File: src/common/wb_bus_pkg.sv
// wishbone bus widths and the request/response bundles shared by all ports
package wb_bus_pkg;

	localparam int ADDR_HI = 31;  // word address, byte offset bits dropped
	localparam int ADDR_LO = 2;
	localparam int DATA_W = 32;
	localparam int SEL_W = DATA_W / 8;

	// everything a master drives towards a slave
	typedef struct packed {
		logic cyc;
		logic stb;
		logic [ADDR_HI:ADDR_LO] adr;
		logic [2:0] cti;  // carried only, slaves treat every cycle as classic
		logic [1:0] bte;
		logic [SEL_W-1:0] sel;
		logic we;
		logic [DATA_W-1:0] dat;
	} wb_req_t;

	// everything a slave drives back
	typedef struct packed {
		logic [DATA_W-1:0] dat;
		logic ack;
		logic err;
	} wb_rsp_t;

endpackage

File: src/common/soc_map_pkg.sv
// soc address map: slave select, window fields and rom content
package soc_map_pkg;

	typedef enum logic [1:0] {
		SLV_RAM = 2'd0,
		SLV_ROM = 2'd1,
		SLV_IO = 2'd2
	} slave_e;

	localparam int SLV_COUNT = 3;
	localparam logic [7:0] HI_TAG = 8'hff;  // byte value that leaves the ram window

	// i/o window offset is the word address below the two tag bytes
	localparam int IO_OFS_HI = 15;
	localparam int IO_REG_COUNT = 4;

	// top byte not all ones -> ram, then second byte not all ones -> rom, else i/o
	function automatic slave_e decode(input logic [wb_bus_pkg::ADDR_HI:wb_bus_pkg::ADDR_LO] adr);
		if (adr[31:24] != HI_TAG)
			return SLV_RAM;
		if (adr[23:16] != HI_TAG)
			return SLV_ROM;
		return SLV_IO;
	endfunction

	// fixed rom pattern, byte address rotated right by 13 and inverted
	function automatic logic [31:0] rom_word(input logic [wb_bus_pkg::ADDR_HI:wb_bus_pkg::ADDR_LO] adr);
		logic [31:0] w;
		w = {adr, 2'b00};
		return ~{w[12:0], w[31:13]};
	endfunction

endpackage

File: src/hdl/wb_io_regs.sv
`timescale 1ns/1ns

// four read/write control registers, err on any other offset of the window
module wb_io_regs (
	input logic wb_clk,
	input logic wb_rst,
	input wb_bus_pkg::wb_req_t req_i,
	output wb_bus_pkg::wb_rsp_t rsp_o,
	output logic [soc_map_pkg::IO_REG_COUNT-1:0][wb_bus_pkg::DATA_W-1:0] regs_o
);

	localparam int RW = $clog2(soc_map_pkg::IO_REG_COUNT);

	logic [soc_map_pkg::IO_OFS_HI:wb_bus_pkg::ADDR_LO] ofs;
	logic [RW-1:0] ridx;
	logic mapped;
	logic start;
	logic ack_q;
	logic err_q;
	logic [wb_bus_pkg::DATA_W-1:0] rdat_q;

	assign ofs = req_i.adr[soc_map_pkg::IO_OFS_HI:wb_bus_pkg::ADDR_LO];
	assign ridx = ofs[wb_bus_pkg::ADDR_LO +: RW];
	assign mapped = ofs < soc_map_pkg::IO_REG_COUNT;
	assign start = req_i.cyc && req_i.stb && !(ack_q || err_q);

	always_ff @(posedge wb_clk) begin
		if (wb_rst) begin
			ack_q <= 1'b0;
			err_q <= 1'b0;
			regs_o <= '0;
		end else begin
			ack_q <= start && mapped;
			err_q <= start && !mapped;
			if (start && mapped && req_i.we) begin
				for (int b = 0; b < wb_bus_pkg::SEL_W; b++) begin
					if (req_i.sel[b])
						regs_o[ridx][8*b +: 8] <= req_i.dat[8*b +: 8];
				end
			end
		end
	end

	always_ff @(posedge wb_clk) begin
		if (start)
			rdat_q <= mapped ? regs_o[ridx] : '0;
	end

	assign rsp_o.dat = rdat_q;
	assign rsp_o.ack = ack_q;
	assign rsp_o.err = err_q;

endmodule

File: config.mk
export PLATFORM = sky130hd
export DESIGN_NAME = wb_io_regs
export DESIGN_NICKNAME = d
export VERILOG_FILES = /design/src/common/wb_bus_pkg.sv /design/src/common/soc_map_pkg.sv /design/src/hdl/wb_io_regs.sv
export SDC_FILE = /design/constraint.sdc
export NUM_CORES = 1
export LEC_CHECK = 0
export BUFFER_PORTS_ARGS = -buffer_cell sky130_fd_sc_hd__buf_2
export CAP_MARGIN = 25
export CORE_MARGIN = 4
export CORE_UTILIZATION = 55
export DETAILED_ROUTE_END_ITERATION = 16
export GPL_TIMING_DRIVEN = 0
export PLACE_DENSITY_LB_ADDON = 0.15
export SLEW_MARGIN = 25
export SYNTH_ARGS = -nofsm -noshare
export SYNTH_HDL_FRONTEND = slang
export SYNTH_SLANG_ARGS = --single-unit
File: constraint.sdc
create_clock -name wb_clk -period 4.4 [get_ports wb_clk]
set_input_delay 0 -clock wb_clk [delete_from_list [all_inputs] [get_ports wb_clk]]
set_output_delay 0 -clock wb_clk [all_outputs]
set_load 0.1 [all_outputs]
==> metrics <==
clk sinks=162; first-pass GRT wire length=31.82 mm; CORE AREA=0.01324 mm^2; Tcrit/Tclk final=0.5585; Final #Nets=925; met1 WL=slightly above 8 mm; via count=5612; final count of pins violating max slew=0; gr ovfl total=0; Power Density=~350 mW/mm^2; Layout Skew=0.007857 ns; Synth cell types=24; number of cells on the worst reg-to-reg path=4; initial antenna violation count=2; synthesis-stage register bit count=roughly 160; f_max=around 410 MHz; Synth Warn #=0; DRT antenna net count=0; Die X=124.1 um; DRT iter0 DRCs=298; GRT Resource Usage Total=0.2762; simple-gate share of the synthesized area=0.2246; met2 wire length=around 10 mm; # IOs=238; max_cap viols=0; clock tree buffer depth=2; most frequent cells in the layout=buf_2, nand2b_1, dfxtp_1, mux2i_1; Final Wtd Congestion=0.7994; vias per cell=5.401; share of layout cells above drive strength 1=0.3480; cts bufs inserted=17; CTS tree=built; post-detailed-route wirelength per cell=~20 um; largest family of logic cells by synthesized area=multiplexers; Leakage=roughly 4.6 nW; measured slew at the worst slew-check pin=0.7701 ns; setup TNS=0 ns; synthesized area=between 0.007 and 0.008 mm^2; Initial Util=0.5599; commonest non-fill, non-tap cell in the layout=buf_2; worst rel slew slack=0.4866; critical path class=reg2reg; Mean Syn Cell Area=12.67 um^2; hold path cells=4; Gate Count Post-Synth=between 500 and 600; Period minus WS final=2.457 ns; Fin. Hold Viols=0; Synth Area in Adders=0; Final Setup Violations=0; num rows=42; Worst Path Arrival=~2.8 ns; number of port buffers=212; max layer used=met5; Post-CTS Setup Bufs=0; post-layout util=0.7280; syn_nets=661; met3 routed WL=1.652 mm; pin count of the biggest net entering global routing=36; CP required=roughly 4.8 ns; clock slew at the register clock pins of the worst setup and hold paths=~0.060 ns; Pre-antenna DRT Iters=4; HPWL after detailed placement=between 10 and 15 mm; worst-skew pair later-pin latency=0.42 ns; DRC Markers=0; Seq/Total Area, Yosys=0.4806; Critical Path End Type=register; Worst Setup Start Kind=register; critical path fanouts, max=35; VDD IR max=206.6 uV; CTS root buf=clkbuf_16; full die area=between 0.015 and 0.02 mm^2; post-synthesis mux area share=0.2700; # H-tree levels=4; Synth Area in Compound Gates=0; unrepaired setup endpoints after global routing=false; height of the die=124.1 um; post-synthesis xor/xnor area fraction=0; placement-stage cell area=0.008700 mm^2; Hold WC Path Type=in2reg; status=complete, no violations; routed wire length=20.75 mm; number of global-route vias before repair=5990; Area Growth Syn to Fin=30.02%; design area=between 0.009 and 0.01 mm^2
synthesized netlist by cell type:
master	n	share of area
nand2b_1	161	0.14
dfxtp_1	130	0.35
mux2i_1	128	0.17
nor2b_1	33	0.028
edfxtp_1	32	0.13
mux4_2	32	0.097
clkbuf_1	26	0.013
nand4_4	11	0.032
buf_2	5	0.0034
nand2_1	4	0.0020
nor3_4	4	0.0088
nor4_4	3	0.0086
buf_1	2	0.0010
buf_4	2	0.0020
nand4_2	2	0.0034
nor2_1	2	0.0010
and2_1	1	0.00084
and3b_1	1	0.0012
and4_1	1	0.0012
and4bb_2	1	0.0017
buf_12	1	0.0027
buf_6	1	0.0015
clkbuf_4	1	0.0010
nand3_1	1	0.00067
registers in the layout, indices dropped and copies added (netlist names):
| name | flops |
|---|---|
| err_q | 1 |
| ack_q | 1 |
| rdat_q | 32 |
| regs_o | 128 |
metrics by stage:
step	power, mW	hold WS [ns]	instances	setup slack (ns)
2_1_floorplan	1.739	0.2211	585	2.309
3_3_place_gp	1.814	0.3259	973	1.643
3_5_place_dp	1.818	0.3464	973	1.953
4_1_cts	3.332	0.007256	1038	1.947
5_1_grt	3.419	0.04794	1039	1.788
6_report	3.327	0.02072	1039	1.943
power breakdown:
part,total (mW),switching (mW),internal (mW)
clock network,1.52,0.568,0.950
registers,1.53,0.00328,1.52
logic,0.283,0.192,0.0911
cells by family (layout without fill, tap and decap cells):
| logic type | after synthesis | count (layout) |
|---|---|---|
| buffers and inverters | 38 | 315 |
| muxes | 160 | 160 |
| DFF | 162 | 162 |
| and+or+nand+nor | 225 | 225 |
| other | 0 | 1 |
final timing paths:
check             startpoint          to  slack [ns]
setup / recovery       ack_q  regs_o[38]        1.94
setup reg to reg       ack_q  regs_o[38]        1.94
hold / removal     req_i[54]       ack_q        0.02
hold reg to reg   regs_o[62]  regs_o[62]        0.49
cell type report:
type,count,area [um^2]
Multi-Input combinational cell,385,3671
Sequential cell,162,3563
Timing Repair Buffer,245,1391
Tap cell,176,220.2
Antenna cell,1,2.502
Clock buffer,29,543.0
Buffer,38,183.9
Fill cell,941,3602
Clock inverter,3,65.06
layer usage:
metal | GRT usage | up-vias
met4 | 0.1116 | 2
met5 | 0 | -
met3 | 0.08220 | 42
met1 | 0.3287 | 2729
met2 | 0.4682 | 245
li1 | - | 2594
worst max-delay path, cell delays in order, from the launching register on:
cell and delay, ns:
dfxtp_1 0.32, and4bb_4 0.79, nand4_4 0.34, nor3_4 0.64, mux2i_1 0.26
timing repair:
action	4_1_cts	5_1_grt
endpoints found under the hold margin	129	0
resized for setup	0	0
hold buffers	33	0
Note: power is estimated with default switching activity, not from simulation.
