===== src/common/wb_bus_pkg.sv =====
// wishbone bus widths and the request/response bundles shared by all ports
package wb_bus_pkg;

	localparam int ADDR_HI = 31;  // word address, byte offset bits dropped
	localparam int ADDR_LO = 2;
	localparam int DATA_W = 32;
	localparam int SEL_W = DATA_W / 8;

	// everything a master drives towards a slave
	typedef struct packed {
		logic cyc;
		logic stb;
		logic [ADDR_HI:ADDR_LO] adr;
		logic [2:0] cti;  // carried only, slaves treat every cycle as classic
		logic [1:0] bte;
		logic [SEL_W-1:0] sel;
		logic we;
		logic [DATA_W-1:0] dat;
	} wb_req_t;

	// everything a slave drives back
	typedef struct packed {
		logic [DATA_W-1:0] dat;
		logic ack;
		logic err;
	} wb_rsp_t;

endpackage


===== src/common/soc_map_pkg.sv =====
// soc address map: slave select, window fields and rom content
package soc_map_pkg;

	typedef enum logic [1:0] {
		SLV_RAM = 2'd0,
		SLV_ROM = 2'd1,
		SLV_IO = 2'd2
	} slave_e;

	localparam int SLV_COUNT = 3;
	localparam logic [7:0] HI_TAG = 8'hff;  // byte value that leaves the ram window

	// i/o window offset is the word address below the two tag bytes
	localparam int IO_OFS_HI = 15;
	localparam int IO_REG_COUNT = 4;

	// top byte not all ones -> ram, then second byte not all ones -> rom, else i/o
	function automatic slave_e decode(input logic [wb_bus_pkg::ADDR_HI:wb_bus_pkg::ADDR_LO] adr);
		if (adr[31:24] != HI_TAG)
			return SLV_RAM;
		if (adr[23:16] != HI_TAG)
			return SLV_ROM;
		return SLV_IO;
	endfunction

	// fixed rom pattern, byte address rotated right by 13 and inverted
	function automatic logic [31:0] rom_word(input logic [wb_bus_pkg::ADDR_HI:wb_bus_pkg::ADDR_LO] adr);
		logic [31:0] w;
		w = {adr, 2'b00};
		return ~{w[12:0], w[31:13]};
	endfunction

endpackage


===== src/hdl/wb_rom.sv =====
`timescale 1ns/1ns

// read only slave, content comes from the address map function
module wb_rom (
	input logic wb_clk,
	input logic wb_rst,
	input wb_bus_pkg::wb_req_t req_i,
	output wb_bus_pkg::wb_rsp_t rsp_o
);

	logic start;
	logic ack_q;
	logic err_q;
	logic [wb_bus_pkg::DATA_W-1:0] rdat_q;

	assign start = req_i.cyc && req_i.stb && !(ack_q || err_q);

	always_ff @(posedge wb_clk) begin
		if (wb_rst) begin
			ack_q <= 1'b0;
			err_q <= 1'b0;
		end else begin
			ack_q <= start && !req_i.we;
			err_q <= start && req_i.we;  // writes are refused
		end
	end

	always_ff @(posedge wb_clk) begin
		if (start)
			rdat_q <= soc_map_pkg::rom_word(req_i.adr);
	end

	assign rsp_o.dat = rdat_q;
	assign rsp_o.ack = ack_q;
	assign rsp_o.err = err_q;

endmodule


===== config.mk =====
export PLATFORM = sky130hd
export DESIGN_NAME = wb_rom
export DESIGN_NICKNAME = d
export VERILOG_FILES = /design/src/common/wb_bus_pkg.sv /design/src/common/soc_map_pkg.sv /design/src/hdl/wb_rom.sv
export SDC_FILE = /design/constraint.sdc
export NUM_CORES = 1
export LEC_CHECK = 0
export CORE_MARGIN = 10
export CORE_UTILIZATION = 53
export CTS_CLUSTER_SIZE = 25
export DETAILED_ROUTE_END_ITERATION = 6
export DONT_BUFFER_PORTS = 1
export GPL_ROUTABILITY_DRIVEN = 0
export PLACE_DENSITY = 0.71
export SLEW_MARGIN = 20
export SYNTH_ARGS = -nofsm -noshare
export SYNTH_HDL_FRONTEND = slang
export SYNTH_SLANG_ARGS = --single-unit

===== constraint.sdc =====
create_clock -name wb_clk -period 1.6 [get_ports wb_clk]
set_input_delay 0.32 -clock wb_clk [delete_from_list [all_inputs] [get_ports wb_clk]]
set_output_delay 0.32 -clock wb_clk [all_outputs]
set_load 0.02 [all_outputs]

==> flow_summary_export.csv, run 1 <==
group,metric,value,unit
power,switchingPower,340,uW
yosys,ys_top_cells_by_area,"edfxtp_1, inv_1, dfxtp_1",
yosys,synth.distinct_cells,8,
yosys,async_flop_share,0,
final_layout,nets,153,
yosys,synth_edf_count,30,
detailed_routing,vias,501,
final_layout,drive_gt1_frac,0.128,
grt,antenna_found_initial,0,
power,power.share.switching,0.207,
yosys,yosysTopAreaCell,"edfxtp_1",
power,internal-power,1300,uW
sta,skew,0.00472,ns
clock_network,htree_num_levels,2,
outcome,status,"complete, no violations",
yosys,synth.avg_cell_area,16.0,sq um
power,power_frac_seq,0.619,
final_layout,syn_to_final_growth,10.8,%
detailed_routing,ant_nets,0,
sta,setup_ws,0.320,ns
yosys,syn_area,0.00114,sq mm
final_layout,fill_cells,154,
min_path,hp-class,"in -> reg",
sta,rsz0062_at_grt,"false",
worst_setup_path,worstReg2RegEnd,"rdat_q[0]$_DFFE_PP_",
yosys,yosysWarnings,0,
grt,grt_max_degree,17,
grt,grt.overflow.total,0,
yosys,synth.most_common_cell,"inv_1",
clock_network,cts_sinks,32,
power,power_density,1300,mW/mm^2
placement,dpl_worst_slack,0.321,ns
grt,grt_pass1_wl,2870,microns
detailed_routing,vias_per_cell,4.77,
detailed_routing,wire_per_inst,19.6,microns
final_layout,multi_input_area,52.6,sq um
grt,grt_use_total,0.0957,
yosys,ys_seq_area_frac,0.828,
clock_network,clkTransAtPathRegs,0.09,ns
final_layout,fin_cells,105,
worst_setup_path,ff2ff_setup_slack,0.32,ns
clock_network,clk_latency,0.32,ns
sta,fmax,781,MHz
detailed_routing,wirelength,2060,microns
job,drv_cap,0,
yosys,synthTopCellsByCount,"inv_1, edfxtp_1, buf_4, dfxtp_1",
clock_network,postCtsSetupRepairBufs,0,
detailed_routing,drt-initial-drc-count,10,
worst_setup_path,critPathKind,"reg -> reg",
sta,tns,0,ns
worst_setup_path,r2r-start,"ack_q$_SDFF_PP0_",
clock_network,cts_buffer_depth,2,
placement,place.port_buffers,0,
power,power_frac_comb,0.032,
placement,dpl.hpwl,1660,microns
clock_network,cts_made_buffers,5,
clock_network,clock-root-buffer,"clkbuf_4",
worst_setup_path,critPathMaxFanout,16,
detailed_routing,route.detailed.drc,0,
placement,placed_cells,97,
sta,finalCriticalPeriod,1.28,ns
sta,hold_viol_final,0,
worst_setup_path,worstSetupStartpointType,"flop",
worst_setup_path,r2r_cells,3,
floorplanning,dieArea,0.00440,sq mm
floorplanning,num_rows,16,
floorplanning,die-height,66.3,microns
yosys,synth_flop_cell,"edfxtp_1",
worst_setup_path,worstSetupStartpoint,"ack_q$_SDFF_PP0_",
floorplanning,start_util,0.568,
floorplanning,io_pins,110,
worst_setup_path,end_kind,"flop",
power,p_leak,0.000536,uW
yosys,synth_seq_cells,32,
yosys,syn_inst,71,
sta,post-route-period-util,0.800,
worst_setup_path,crit_arrival,1.32,ns
clock_network,postCtsResizedCells,0,
floorplanning,core_area,0.00200,sq mm
final_layout,seqCellArea,941,sq um
power,vdd_ir_drop_max,0.762,mV
clock_network,cts_tree,"done",
yosys,synth.top_cell.area_share,0.793,
final_layout,diodes,0,
sta,setup_viol,0,
power,p_clk_frac,0.348,
grt,first_global_vias,563,
worst_setup_path,cp.required,1.64,ns
clock_network,postCtsHoldBufs,0,
sta,slew_violations,0,
worst_setup_path,crit_end,"rdat_q[0]$_DFFE_PP_",
detailed_routing,firstDrtPassIters,4,
floorplanning,fp.dieW,66.3,microns
## power by group through the flow
stage	clock, uW	sequential (uW)	combinational, uW
floorplan	0	1030	41.0
global placement	0	1040	51.7
detailed placement	0	1040	55.3
CTS	602	1020	55.0
global route	635	1020	60.5
finish	571	1020	53.3
## flip-flops by register name, indices dropped and copies added (netlist names)
register / cells
ack_q: 1
err_q: 1
rdat_q: 30
## area by class of cell
class	instances	share of cell area
clock buffers	5	0.0298
clock inverters	3	0.0298
inverters	31	0.0924
multi-input cells	5	0.0417
flip-flops and latches	32	0.748
well taps	27	0.0268
repair buffers	2	0.0318
## layout by cell type (no fill, tap or decap), drive strengths merged
cell type	instances
nor3	1
nor3b	1
clkbuf	5
clkinv	2
bufinv	1
inv	31
nand4bb	1
buf	2
dfxtp	2
conb	2
edfxtp	30
## metrics by stage
| step | area, sq um | utilization | hold slack, ns | power, uW |
|---|---|---|---|---|
| 4_1_cts | 1260 | 0.629 | 0.0222 | 1680 |
| 6_report | 1260 | 0.629 | 0.0489 | 1640 |
| 3_5_place_dp | 1180 | 0.591 | 0.392 | 1090 |
| 5_1_grt | 1260 | 0.629 | 0.0140 | 1720 |
| 3_3_place_gp | 1180 | 0.591 | 0.391 | 1090 |
| 2_1_floorplan | 1140 | - | 0.390 | 1070 |
## kinds of logic (layout without fill, tap and decap cells)
logic type / Yosys count / after routing / synth area share
other: 1 / 2 / 0.00330
and+or+nand+nor: 3 / 3 / 0.0396
buffers and inverters: 35 / 41 / 0.129
DFF: 32 / 32 / 0.828
## worst min-delay path by stage
stage | start | cells after the start | slack [ns] | to
after floorplan | wb_rst | 1 | 0.39 | err_q$_SDFF_PP0_
after global placement | wb_rst | 1 | 0.39 | err_q$_SDFF_PP0_
after detailed placement | wb_rst | 1 | 0.39 | err_q$_SDFF_PP0_
after CTS | wb_rst | 1 | 0.02 | err_q$_SDFF_PP0_
after global routing | wb_rst | 1 | 0.01 | err_q$_SDFF_PP0_
final | wb_rst | 1 | 0.05 | err_q$_SDFF_PP0_
## critical path, stage by stage (launching register included)
cell,delay (ns)
dfxtp_1,0.38
nand4bb_4,0.27
inv_1,0.17
buf_12,0.17
## metal layers
layer / routed length, microns / part of all wire / up-vias / GRT usage
met5: 0 / 0 / - / 0
met4: 68 / 0.033 / 0 / 0.0864
met3: 311 / 0.15 / 7 / 0.0814
met2: 975 / 0.47 / 46 / 0.140
met1: 701 / 0.34 / 225 / 0.0782
li1: - / - / 223 / -
(Power assumes the default switching activity.)
==> run 2, diff against run 1 <==
Settings changed: CORE_UTILIZATION 53 to 59, PLACE_DENSITY 0.71 to 0.75.
Clock period 1.6 ns to 1.25 ns, I/O delays scaled along.
==> run 2 against run 1 <==
- hold slack gained 0.0054 ns
- clock skew rose by 0.00063 ns
- cell count increased by 2.9%
- register-to-register slack lost 0.22 ns
- design area is 0.70% higher
- critical path type unchanged
==> flow_summary_export.csv, run 2 (same netlist as run 1, synthesis figures left out) <==
group,metric,value,unit
final_layout,syn_to_final_growth,11.6,%
clock_network,cts_buffer_depth,2,
final_layout,largest_registers,"rdat_q (30), ack_q (1), err_q (1)",
power,switchingPower,426,uW
power,internal-power,1470,uW
worst_setup_path,critPathKind,"reg -> reg",
clock_network,clock-root-buffer,"clkbuf_4",
sta,post-route-period-util,0.919,
final_layout,largest-register,"rdat_q",
clock_network,clkTransAtPathRegs,0.09,ns
floorplanning,io_pins,110,
power,vdd_ir_drop_max,0.799,mV
power,p_clk_frac,0.273,
grt,antenna_found_initial,0,
clock_network,cts_sinks,32,
final_layout,seqCellArea,942,sq um
clock_network,cts_tree,"done",
final_layout,multi_input_area,52.6,sq um
placement,place_area,0.00120,sq mm
final_layout,diodes,0,
grt,grt_max_degree,29,
worst_setup_path,cp.required,1.27,ns
clock_network,htree_num_levels,2,
floorplanning,start_util,0.637,
sta,setup_ws,0.102,ns
sta,finalCriticalPeriod,1.15,ns
detailed_routing,ant_nets,0,
power,power_frac_comb,0.041,
detailed_routing,vias_per_cell,4.73,
min_path,hp-class,"in -> reg",
detailed_routing,firstDrtPassIters,3,
floorplanning,die-height,63.9,microns
sta,setup_viol,0,
worst_setup_path,critPathMaxFanout,28,
sta,hold_viol_final,0,
clock_network,postCtsResizedCells,0,
clock_network,cts_made_buffers,5,
power,power_frac_seq,0.686,
floorplanning,core_area,0.00178,sq mm
floorplanning,num_rows,15,
detailed_routing,wirelength,2060,microns
final_layout,nets,158,
detailed_routing,drt-initial-drc-count,7,
power,p_leak,0.000541,uW
clock_network,clk_latency,0.32,ns
power,power.share.switching,0.225,
final_layout,largest_register_ffs,30,
placement,dpl_worst_slack,0.118,ns
power,power_density,1490,mW/mm^2
grt,grt_pass1_wl,3120,microns
clock_network,postCtsHoldBufs,2,
placement,place.port_buffers,0,
sta,fmax,871,MHz
floorplanning,fp.dieW,63.9,microns
sta,slew_violations,0,
grt,grt.overflow.total,0,
sta,skew,0.00534,ns
sta,rsz0062_at_grt,"false",
detailed_routing,route.detailed.drc,0,
detailed_routing,wire_per_inst,19.0,microns
worst_setup_path,crit_arrival,1.17,ns
final_layout,final_area,0.00127,sq mm
grt,first_global_vias,565,
detailed_routing,vias,511,
worst_setup_path,end_kind,"flop",
job,drv_cap,0,
clock_network,postCtsSetupRepairBufs,0,
final_layout,drive_gt1_frac,0.193,
final_layout,final_cell_mix,"inv_1, edfxtp_1, clkbuf_4",
placement,dpl.hpwl,1660,microns
outcome,status,"complete, no violations",
grt,grt_use_total,0.107,
final_layout,fill_cells,136,
worst_setup_path,worstSetupStartpointType,"flop",
floorplanning,dieArea,0.00408,sq mm
==> run 2: critical path, cell delays in order (launching register included) <==
cell,delay [ns]
dfxtp_2,0.33
nand4bb_4,0.23
clkinvlp_4,0.11
buf_12,0.18
==> run 2: metal layers <==
metal | wire length, microns | track usage | up-vias
li1 | - | - | 232
met4 | 55 | 0.0738 | 0
met3 | 306 | 0.0941 | 7
met2 | 1070 | 0.169 | 44
met5 | 0 | 0 | -
met1 | 626 | 0.0845 | 228
==> run 2: power by group through the flow <==
stage          Sequential (uW)  Clock [uW]  Combinational (uW)
6_report                  1300         517                77.4
5_1_grt                   1300         614                87.9
4_1_cts                   1300         543                78.7
3_5_place_dp              1330           0                73.6
3_3_place_gp              1320           0                69.3
2_1_floorplan             1320           0                54.1
==> run 2: cell type report <==
type                       count  area share
multi-input combinational      5      0.0415
sequential                    32       0.743
clock inverter                 3      0.0109
clock buffer                   5      0.0296
tap                           25      0.0247
inverter                      31      0.0948
timing repair buffer           7      0.0553
==> run 2: path summary, 6_finish.rpt <==
check	startpoint	endpoint	slack (ns)	depth (start not counted)
worst max-delay path	err_q$_SDFF_PP0_	rdat_q[14]$_DFFE_PP_	0.10	3
worst min-delay path	req_i[42]	rdat_q[21]$_DFFE_PP_	0.05	1
worst max register to register	err_q$_SDFF_PP0_	rdat_q[14]$_DFFE_PP_	0.10	3
worst min register to register	ack_q$_SDFF_PP0_	err_q$_SDFF_PP0_	0.67	3
==> run 2: through the flow <==
step / setup TNS [ns] / total power, uW / std cells / hold WS (ns) / util
after floorplan: -0.442 / 1370 / 72 / 0.312 / -
after global placement: 0 / 1390 / 98 / 0.313 / 0.671
after detailed placement: 0 / 1400 / 98 / 0.317 / 0.671
after CTS: 0 / 1920 / 108 / 0.0362 / 0.711
after global routing: 0 / 2010 / 108 / 0.0172 / 0.711
final: 0 / 1890 / 108 / 0.0543 / 0.711
