File: config.mk
export PLATFORM = sky130hd
export DESIGN_NAME = wb_arb
export DESIGN_NICKNAME = d
export VERILOG_FILES = /design/src/common/wb_bus_pkg.sv /design/src/common/soc_map_pkg.sv /design/src/hdl/bit_searcher.sv /design/src/wb_arb/wb_arb.sv
export SDC_FILE = /design/constraint.sdc
export NUM_CORES = 1
export LEC_CHECK = 0
export ABC_AREA = 1
export BUFFER_PORTS_ARGS = -buffer_cell sky130_fd_sc_hd__buf_2
export CAP_MARGIN = 20
export CORE_AREA = 8 8 292 294
export DETAILED_ROUTE_END_ITERATION = 12
export DIE_AREA = 0 0 300 302
export PLACE_DENSITY_LB_ADDON = 0.15
export SLEW_MARGIN = 20
export SYNTH_ARGS = -nofsm -noshare
export SYNTH_HDL_FRONTEND = slang
export SYNTH_SLANG_ARGS = --single-unit
File: constraint.sdc
create_clock -name wb_clk -period 8.7 [get_ports wb_clk]
set_input_delay 2.61 -clock wb_clk [delete_from_list [all_inputs] [get_ports wb_clk]]
set_output_delay 2.61 -clock wb_clk [all_outputs]
set_load 0.01 [all_outputs]
File: src/common/wb_bus_pkg.sv
// wishbone bus widths and the request/response bundles shared by all ports
package wb_bus_pkg;

	localparam int ADDR_HI = 31;  // word address, byte offset bits dropped
	localparam int ADDR_LO = 2;
	localparam int DATA_W = 32;
	localparam int SEL_W = DATA_W / 8;

	// everything a master drives towards a slave
	typedef struct packed {
		logic cyc;
		logic stb;
		logic [ADDR_HI:ADDR_LO] adr;
		logic [2:0] cti;  // carried only, slaves treat every cycle as classic
		logic [1:0] bte;
		logic [SEL_W-1:0] sel;
		logic we;
		logic [DATA_W-1:0] dat;
	} wb_req_t;

	// everything a slave drives back
	typedef struct packed {
		logic [DATA_W-1:0] dat;
		logic ack;
		logic err;
	} wb_rsp_t;

endpackage

File: src/common/soc_map_pkg.sv
// soc address map: slave select, window fields and rom content
package soc_map_pkg;

	typedef enum logic [1:0] {
		SLV_RAM = 2'd0,
		SLV_ROM = 2'd1,
		SLV_IO = 2'd2
	} slave_e;

	localparam int SLV_COUNT = 3;
	localparam logic [7:0] HI_TAG = 8'hff;  // byte value that leaves the ram window

	// i/o window offset is the word address below the two tag bytes
	localparam int IO_OFS_HI = 15;
	localparam int IO_REG_COUNT = 4;

	// top byte not all ones -> ram, then second byte not all ones -> rom, else i/o
	function automatic slave_e decode(input logic [wb_bus_pkg::ADDR_HI:wb_bus_pkg::ADDR_LO] adr);
		if (adr[31:24] != HI_TAG)
			return SLV_RAM;
		if (adr[23:16] != HI_TAG)
			return SLV_ROM;
		return SLV_IO;
	endfunction

	// fixed rom pattern, byte address rotated right by 13 and inverted
	function automatic logic [31:0] rom_word(input logic [wb_bus_pkg::ADDR_HI:wb_bus_pkg::ADDR_LO] adr);
		logic [31:0] w;
		w = {adr, 2'b00};
		return ~{w[12:0], w[31:13]};
	endfunction

endpackage

File: src/hdl/bit_searcher.sv
`timescale 1ns/1ns

// finds the lowest set bit, so bit 0 has the highest priority
module bit_searcher #(
	parameter int N = 4
) (
	input logic [N-1:0] bits_i,
	output logic hit_o,
	output logic [$clog2(N)-1:0] index_o
);

	always_comb begin
		hit_o = 1'b0;
		index_o = '0;
		// walk downwards so the last match is the lowest index
		for (int i = N - 1; i >= 0; i--) begin
			if (bits_i[i]) begin
				hit_o = 1'b1;
				index_o = i[$clog2(N)-1:0];
			end
		end
	end

endmodule

File: src/wb_arb/wb_arb.sv
`timescale 1ns/1ns

// fixed priority wishbone arbiter, m0 > m1 > ..., with address decode to three slaves
module wb_arb #(
	parameter int N_MASTERS = 4
) (
	input logic wb_clk,
	input logic wb_rst,
	input wb_bus_pkg::wb_req_t m_req_i [N_MASTERS],
	output wb_bus_pkg::wb_rsp_t m_rsp_o [N_MASTERS],
	output wb_bus_pkg::wb_req_t s_req_o [soc_map_pkg::SLV_COUNT],
	input wb_bus_pkg::wb_rsp_t s_rsp_i [soc_map_pkg::SLV_COUNT]
);

	localparam int MW = $clog2(N_MASTERS);

	logic [N_MASTERS-1:0] cyc_bits;
	logic next_vld;
	logic [MW-1:0] next_m;
	logic curr_vld;  // a master owns the bus
	logic [MW-1:0] curr_m;
	logic [MW-1:0] master;  // master being routed this cycle
	logic route_en;
	wb_bus_pkg::wb_req_t m_req;
	wb_bus_pkg::wb_rsp_t m_rsp;
	soc_map_pkg::slave_e slv;
	logic [soc_map_pkg::SLV_COUNT-1:0] slv_busy;  // slave answering this cycle

	always_comb begin
		for (int i = 0; i < N_MASTERS; i++) begin
			cyc_bits[i] = m_req_i[i].cyc;
		end
	end

	bit_searcher #(
		.N(N_MASTERS)
	) i_prio (
		.bits_i(cyc_bits),
		.hit_o(next_vld),
		.index_o(next_m)
	);

	// grant is only re-evaluated while idle or once the owner has dropped cyc
	always_ff @(posedge wb_clk) begin
		if (wb_rst) begin
			curr_vld <= 1'b0;
			curr_m <= '0;
		end else if (!curr_vld || !m_req.cyc) begin
			curr_vld <= next_vld;
			curr_m <= next_m;
		end
	end

	assign master = curr_vld ? curr_m : next_m;  // idle bus routes the winner at once
	assign route_en = curr_vld || next_vld;

	always_comb begin
		m_req = '0;
		if (route_en)
			m_req = m_req_i[master];
	end

	assign slv = soc_map_pkg::decode(m_req.adr);

	// request to the decoded slave only
	always_comb begin
		for (int s = 0; s < soc_map_pkg::SLV_COUNT; s++) begin
			s_req_o[s] = '0;
		end
		if (route_en)
			s_req_o[slv] = m_req;
	end

	always_comb begin
		m_rsp = '0;
		if (route_en)
			m_rsp = s_rsp_i[slv];
	end

	// response back to the routed master, others see nothing
	always_comb begin
		for (int i = 0; i < N_MASTERS; i++) begin
			m_rsp_o[i] = '0;
		end
		if (route_en)
			m_rsp_o[master] = m_rsp;
	end

	always_comb begin
		for (int s = 0; s < soc_map_pkg::SLV_COUNT; s++) begin
			slv_busy[s] = s_rsp_i[s].ack || s_rsp_i[s].err;
		end
	end

	a_one_slave: assert property (@(posedge wb_clk) disable iff (wb_rst)
		$onehot0(slv_busy));

	for (genvar g = 0; g < N_MASTERS; g++) begin : g_rsp_chk
		a_ack_xor_err: assert property (@(posedge wb_clk) disable iff (wb_rst)
			!(m_rsp_o[g].ack && m_rsp_o[g].err));
		// only the registered owner ever hears back
		a_rsp_to_owner: assert property (@(posedge wb_clk) disable iff (wb_rst)
			m_rsp_o[g].ack || m_rsp_o[g].err |-> curr_vld && int'(curr_m) == g);
	end

endmodule

==> summary.md, run 1 <==
| Metric | Value |
|---|---|
| Status | finished clean |
| Total global routing overflow | 0 |
| Synth warnings | 0 |
| Post-synth EDFFs | 0 |
| Pleak | 6.88 nW |
| Pwr Density | 69.5 nW/µm² |
| Crit path required time | 6.09 ns |
| DIE HEIGHT | 302 µm |
| Layout cells sized above 1 | a little under half |
| Cells resized by post-CTS repair | 0 |
| Worst-path clk slew | 0.03 ns |
| Final ANT Viol Nets | 0 |
| Dpl hpwl | 47000 µm |
| Setup TNS | 0 ns |
| Netlist cell types | 27 |
| Crit path kind | in2out |
| Final GP Congestion | 0.837 |
| Async set or reset register ratio after synthesis | 0% |
| Highest Clock Rate | 122 MHz |
| Vias in the first global route | approximately 11000 |
| Peak supply drop | 45.0 µV |
| Vias per inst | approximately 3.6 |
| Tot Pwr | 0.000744 W |
| Global-route wire length before repair | 74700 µm |
| Yosys reg bits | 3 |
| Min Tclk post-route | 8.17 ns |
| Max-Slew Margin vs Limit | 57.6% |
| Port bufs | between 700 and 800 |
| # nets final | 2244 |
| Pre-antenna DRT Iters | 5 |
| Largest net degree at the start of global routing | 63 |
| Clk_skew | 0.000864 ns |
| Data arrival time of the critical path | 5.56 ns |
| Top_reg_cell synth | dfxtp_1 |
| Worst-margin pin slew | 0.634 ns |
| I/O Pins | between 700 and 800 |
| Synthesized area per cell | 4.90 µm² |
| Clk root buf | clkbuf_16 |
| Clock tree buffer depth | 2 |
| Syn nets | around 1500 |
| Initial antenna violation count | 7 |
| Final Setup Violations | 0 |
| Initial DRC count | 449 |
| Seq/Total Area, Yosys | approximately 1.1% |
| Via Count | 10300 |
| Core ar. | 80900 µm² |
| Cells after Synth | 1144 |
| P&R area growth vs syn | 90.9% |
| Number of core rows | ~110 |
| DP Cell Count | 2909 |
| H-Tree Depth | 1 |
| CTS Buf Count | 3 |
| Total GRT Usage | 10.9% |
| Critical path launch point type | input pin |
| RSZ-0062 raised after global routing | false |
| Clock Latency Late Sink | 0.22 ns |
| CTS hold repair buffers | 0 |
| Fin. Hold Viols | 0 |
| CTS tree | yes |
| Final Non-Filler Cells | ~2900 |
| Hold Path Class | reg2reg |
| TritonCTS sink count | 3 |
| Post-CTS Setup Bufs | 0 |
| DIE AREA | 90600 µm² |
| Total wire length | roughly 55000 µm |
| Commonest non-fill, non-tap cell in the layout | buf_2 |
| Post-Synthesis Cell Area | 5600 µm² |
| CP Max Fanout | 62 |
| DRC Markers | 0 |
| Commonest non-fill, non-tap cells in the layout | buf_2 (757), nor2_1 (282), nand2_1 (226) |
| Die W | 300 µm |
| Initial Util | 6.92% |
| Fin. max-slew vios | 0 |
| Final cycle utilization of the critical path | between 90% and 100% |
| Max Cap Viol | 0 |
| WL/cell | 19.0 µm |
| CP Capture Type | output pin |
## cells in the mapped netlist (8+ instances only)
| cell | instances | share of area (%) |
|---|---|---|
| a21o_1 | 91 | 12 |
| a21oi_1 | 38 | 3.4 |
| a22oi_1 | 114 | 15 |
| buf_2 | 32 | 2.9 |
| buf_4 | 9 | 1.2 |
| buf_6 | 9 | 1.8 |
| clkbuf_1 | 46 | 3.1 |
| inv_1 | 153 | 10 |
| inv_2 | 8 | 0.54 |
| nand2_1 | 226 | 15 |
| nand3_1 | 45 | 4.0 |
| nor2_1 | 282 | 19 |
| or2_1 | 31 | 3.5 |
| or2_2 | 27 | 3.0 |
## worst max-delay path: stages
cell     delay [ns]
buf_2          0.13
inv_2          0.07
nand2_1        0.07
nand2_2        0.07
nand3_2        0.09
nand2_4        0.34
nand2_1        0.11
nand2_1        0.10
nand2_1        0.06
a21oi_1        0.42
nand3_4        0.19
inv_2          0.14
nand2_4        0.17
buf_12         0.28
nor3_1         0.37
buf_2          0.22
## final cells by class
type                    count  area (µm²)
diodes                      1        2.50
clock buffers               4        78.8
fillers                  9740       70200
inverters                 164         616
multi-input cells         881        4440
flip-flops and latches      3        60.1
well taps                1070        1340
repair buffers            791        4160
## sequential cells by signal, summed over array words and instances (netlist names)
signal    count
curr_m        2
curr_vld      1
## cells by family after synthesis
kind of cell	Yosys count	share of synthesized area, %
flip-flops	3	1.07
buffers and inverters	260	19.9
AO/OA/AOI/OAI	249	31.5
AND/OR/NAND/NOR	632	47.5
## through the flow
step	cell area, µm²	setup slack, ns	util, %	hold WS [ns]
after detailed placement	10600	0.395	13.1	0.521
final	10700	0.531	13.2	0.533
after floorplan	5600	1.70	-	0.495
after global routing	10700	0.154	13.2	0.587
after global placement	10600	0.349	13.1	0.537
after CTS	10700	0.374	13.2	0.536
## where the power goes
part	total (W)	switching (W)	internal (W)	leakage (nW)
clock	0.0000737	0.0000132	0.0000605	0.0382
sequential	0.0000160	0.000000987	0.0000150	0.0250
combinational	0.000654	0.000386	0.000268	6.82
total	0.000744	0.000400	0.000344	6.88
## metal layers
| metal | part of all wire (%) | wire (µm) | GRT usage [%] | vias up |
|---|---|---|---|---|
| met4 | 1.8 | 1000 | 2.02 | 8 |
| met3 | 8.8 | 4870 | 2.84 | 48 |
| met2 | 51 | 28000 | 20.3 | 533 |
| met1 | 39 | 21400 | 12.5 | 4750 |
| li1 | - | - | - | 5007 |
| met5 | 0.085 | 47 | 0 | - |
## final timing paths
path | slack [ns] | startpoint | to | cells past startpoint
max | 0.53 | m_req_i[147] | s_req_o[130] | 16
min | 0.53 | curr_m[0] | curr_m[0] | 2
max reg2reg | 5.42 | curr_vld | curr_m[1] | 12
min reg2reg | 0.53 | curr_m[0] | curr_m[0] | 2
(Power assumes the default switching activity.)
==> run 2, diff against run 1 <==
Settings changed: CORE_AREA 8 8 292 294 to 4 4 296 298, CTS_BUF_LIST from default to sky130_fd_sc_hd__clkbuf_16.
==> summary.md, run 2 (synthesized netlist as in run 1, its figures left out) <==
| Metric | Value |
|---|---|
| Total global routing overflow | 0 |
| Number of core rows | 107 |
| DRC Markers | 0 |
| CTS hold repair buffers | 0 |
| Status | finished clean |
| Area of the multi-input gates | 4440 µm² |
| Max-Slew Margin vs Limit | a little under three fifths |
| Pwr Density | 69.7 nW/µm² |
| Crit path required time | just over 6 ns |
| Pleak | 6.95 nW |
| Initial antenna violation count | 11 |
| Port bufs | around 760 |
| CP delay by family, top | simple AND/OR/NAND/NOR gates |
| Initial DRC count | 569 |
| Fin. Hold Viols | 0 |
| Data arrival time of the critical path | 5.52 ns |
| Slowest cell on crit path | nor2_1 |
| Clock tree buffer depth | 2 |
| WL/cell | 18.6 µm |
| Tot Pwr | 0.000760 W |
| DP Cell Count | 2995 |
| H-Tree Depth | 1 |
| Crit-path max cell delay | 0.46 ns |
| Peak supply drop | 37.4 µV |
| # nets final | 2256 |
| Die W | approximately 300 µm |
| Global-route wire length before repair | 75400 µm |
| Bufs and invs on worst path | 6 |
| Crit path top cell by count | nand2_1 |
| CP Capture Type | output pin |
| Commonest non-fill, non-tap cell in the layout | buf_2 |
| Core ar. | between 80000 and 90000 µm² |
| Clock Latency Late Sink | 0.22 ns |
| CTS Buf Count | 3 |
| Total GRT Usage | between 10% and 20% |
| Final Non-Filler Cells | 3006 |
| Top Registers | curr_m x2, curr_vld x1 |
| Total wire length | 55900 µm |
| Reg area | 60.1 µm² |
| Worst-margin pin slew | 0.642 ns |
| Commonest non-fill, non-tap cells in the layout | buf_2 (757), nor2_1 (282), nand2_1 (226) |
| CP Cell Sequence | buf_2 > inv_2 > nand3_2 > buf_4 > nand3_1 > nand2_1 > nand2_1 > nand2_1 > nand2_1 > nor2_2 > nand3_2 > nor2_4 > buf_12 > inv_2 > nor2_1 > buf_2 |
| Initial Util | under 10% |
| Post-CTS Setup Bufs | 0 |
| Hold Path Class | reg2reg |
| Final core occ | 12.8% |
| Final GP Congestion | 0.805 |
| DIE AREA | 90600 µm² |
| Worst-path clk slew | 0.03 ns |
| CTS tree | yes |
| Highest Clock Rate | 123 MHz |
| TritonCTS sink count | 3 |
| Fin. max-slew vios | 0 |
| RSZ-0062 raised after global routing | false |
| Dpl hpwl | 47300 µm |
| Setup TNS | 0 ns |
| I/O Pins | 758 |
| Number of flip-flops in the largest register | 2 |
| Largest net degree at the start of global routing | 59 |
| Largest register by flop count | curr_m |
| P&R area growth vs syn | 94.5% |
| Vias in the first global route | approximately 11000 |
| Clk root buf | clkbuf_16 |
| Clk_skew | roughly 0.0024 ns |
| Max Cap Viol | 0 |
| Min Tclk post-route | just over 8 ns |
| CP Max Fanout | 28 |
| DIE HEIGHT | 302 µm |
| Via Count | 10300 |
| Layout cells sized above 1 | a little under half |
| Cells resized by post-CTS repair | 0 |
| Final cycle utilization of the critical path | 93.5% |
| Fillers | 10300 |
| Final ANT Viol Nets | 0 |
| Pre-antenna DRT Iters | 5 |
| Vias per inst | 3.42 |
| Final Setup Violations | 0 |
| WHS | 0.530 ns |
| Crit path kind | in2out |
| Critical path launch point type | input pin |
[run 2: area by class of cell]
type,instances,area share (%)
Sequential cell,3,0.551
Clock buffer,3,0.689
Inverter,164,5.65
Tap cell,1144,13.1
Antenna cell,7,0.161
Timing Repair Buffer,803,39.0
Clock inverter,1,0.0345
Multi-Input combinational cell,881,40.8
[run 2: per-layer routing]
layer  global-route usage [%]  wire length (µm)
met2                     21.1             28500
met5                        0                77
met3                     2.20              4140
met4                     1.90               813
met1                     13.4             22400
[run 2: path summary, 6_finish.rpt]
path                     start          end  slack (ns)  cells after the start
setup / recovery  m_req_i[295]  s_req_o[18]        0.57                     16
hold / removal       curr_m[0]    curr_m[0]        0.53                      2
setup reg to reg      curr_vld    curr_m[1]        5.45                     11
hold reg to reg      curr_m[0]    curr_m[0]        0.53                      2
[run 2: power breakdown]
group	leakage (nW)	switching [W]	internal, W
Combinational	6.88	0.000401	0.000271
Sequential	0.0250	0.00000108	0.0000150
Clock	0.0423	0.0000123	0.0000592
Total	6.95	0.000414	0.000346
[run 2: stage by stage]
stage               worst slack [ns]  area [µm²]
detailed placement             0.542       10800
global placement               0.476       10800
finish                         0.570       10900
CTS                            0.529       10900
floorplan                       1.70        5600
global route                   0.323       10900
[run 2: worst min-delay path, cell delays in order (launching register included)]
cell,delay [ns]
dfxtp_1,0.32
o21ai_0,0.09
nor2_1,0.08
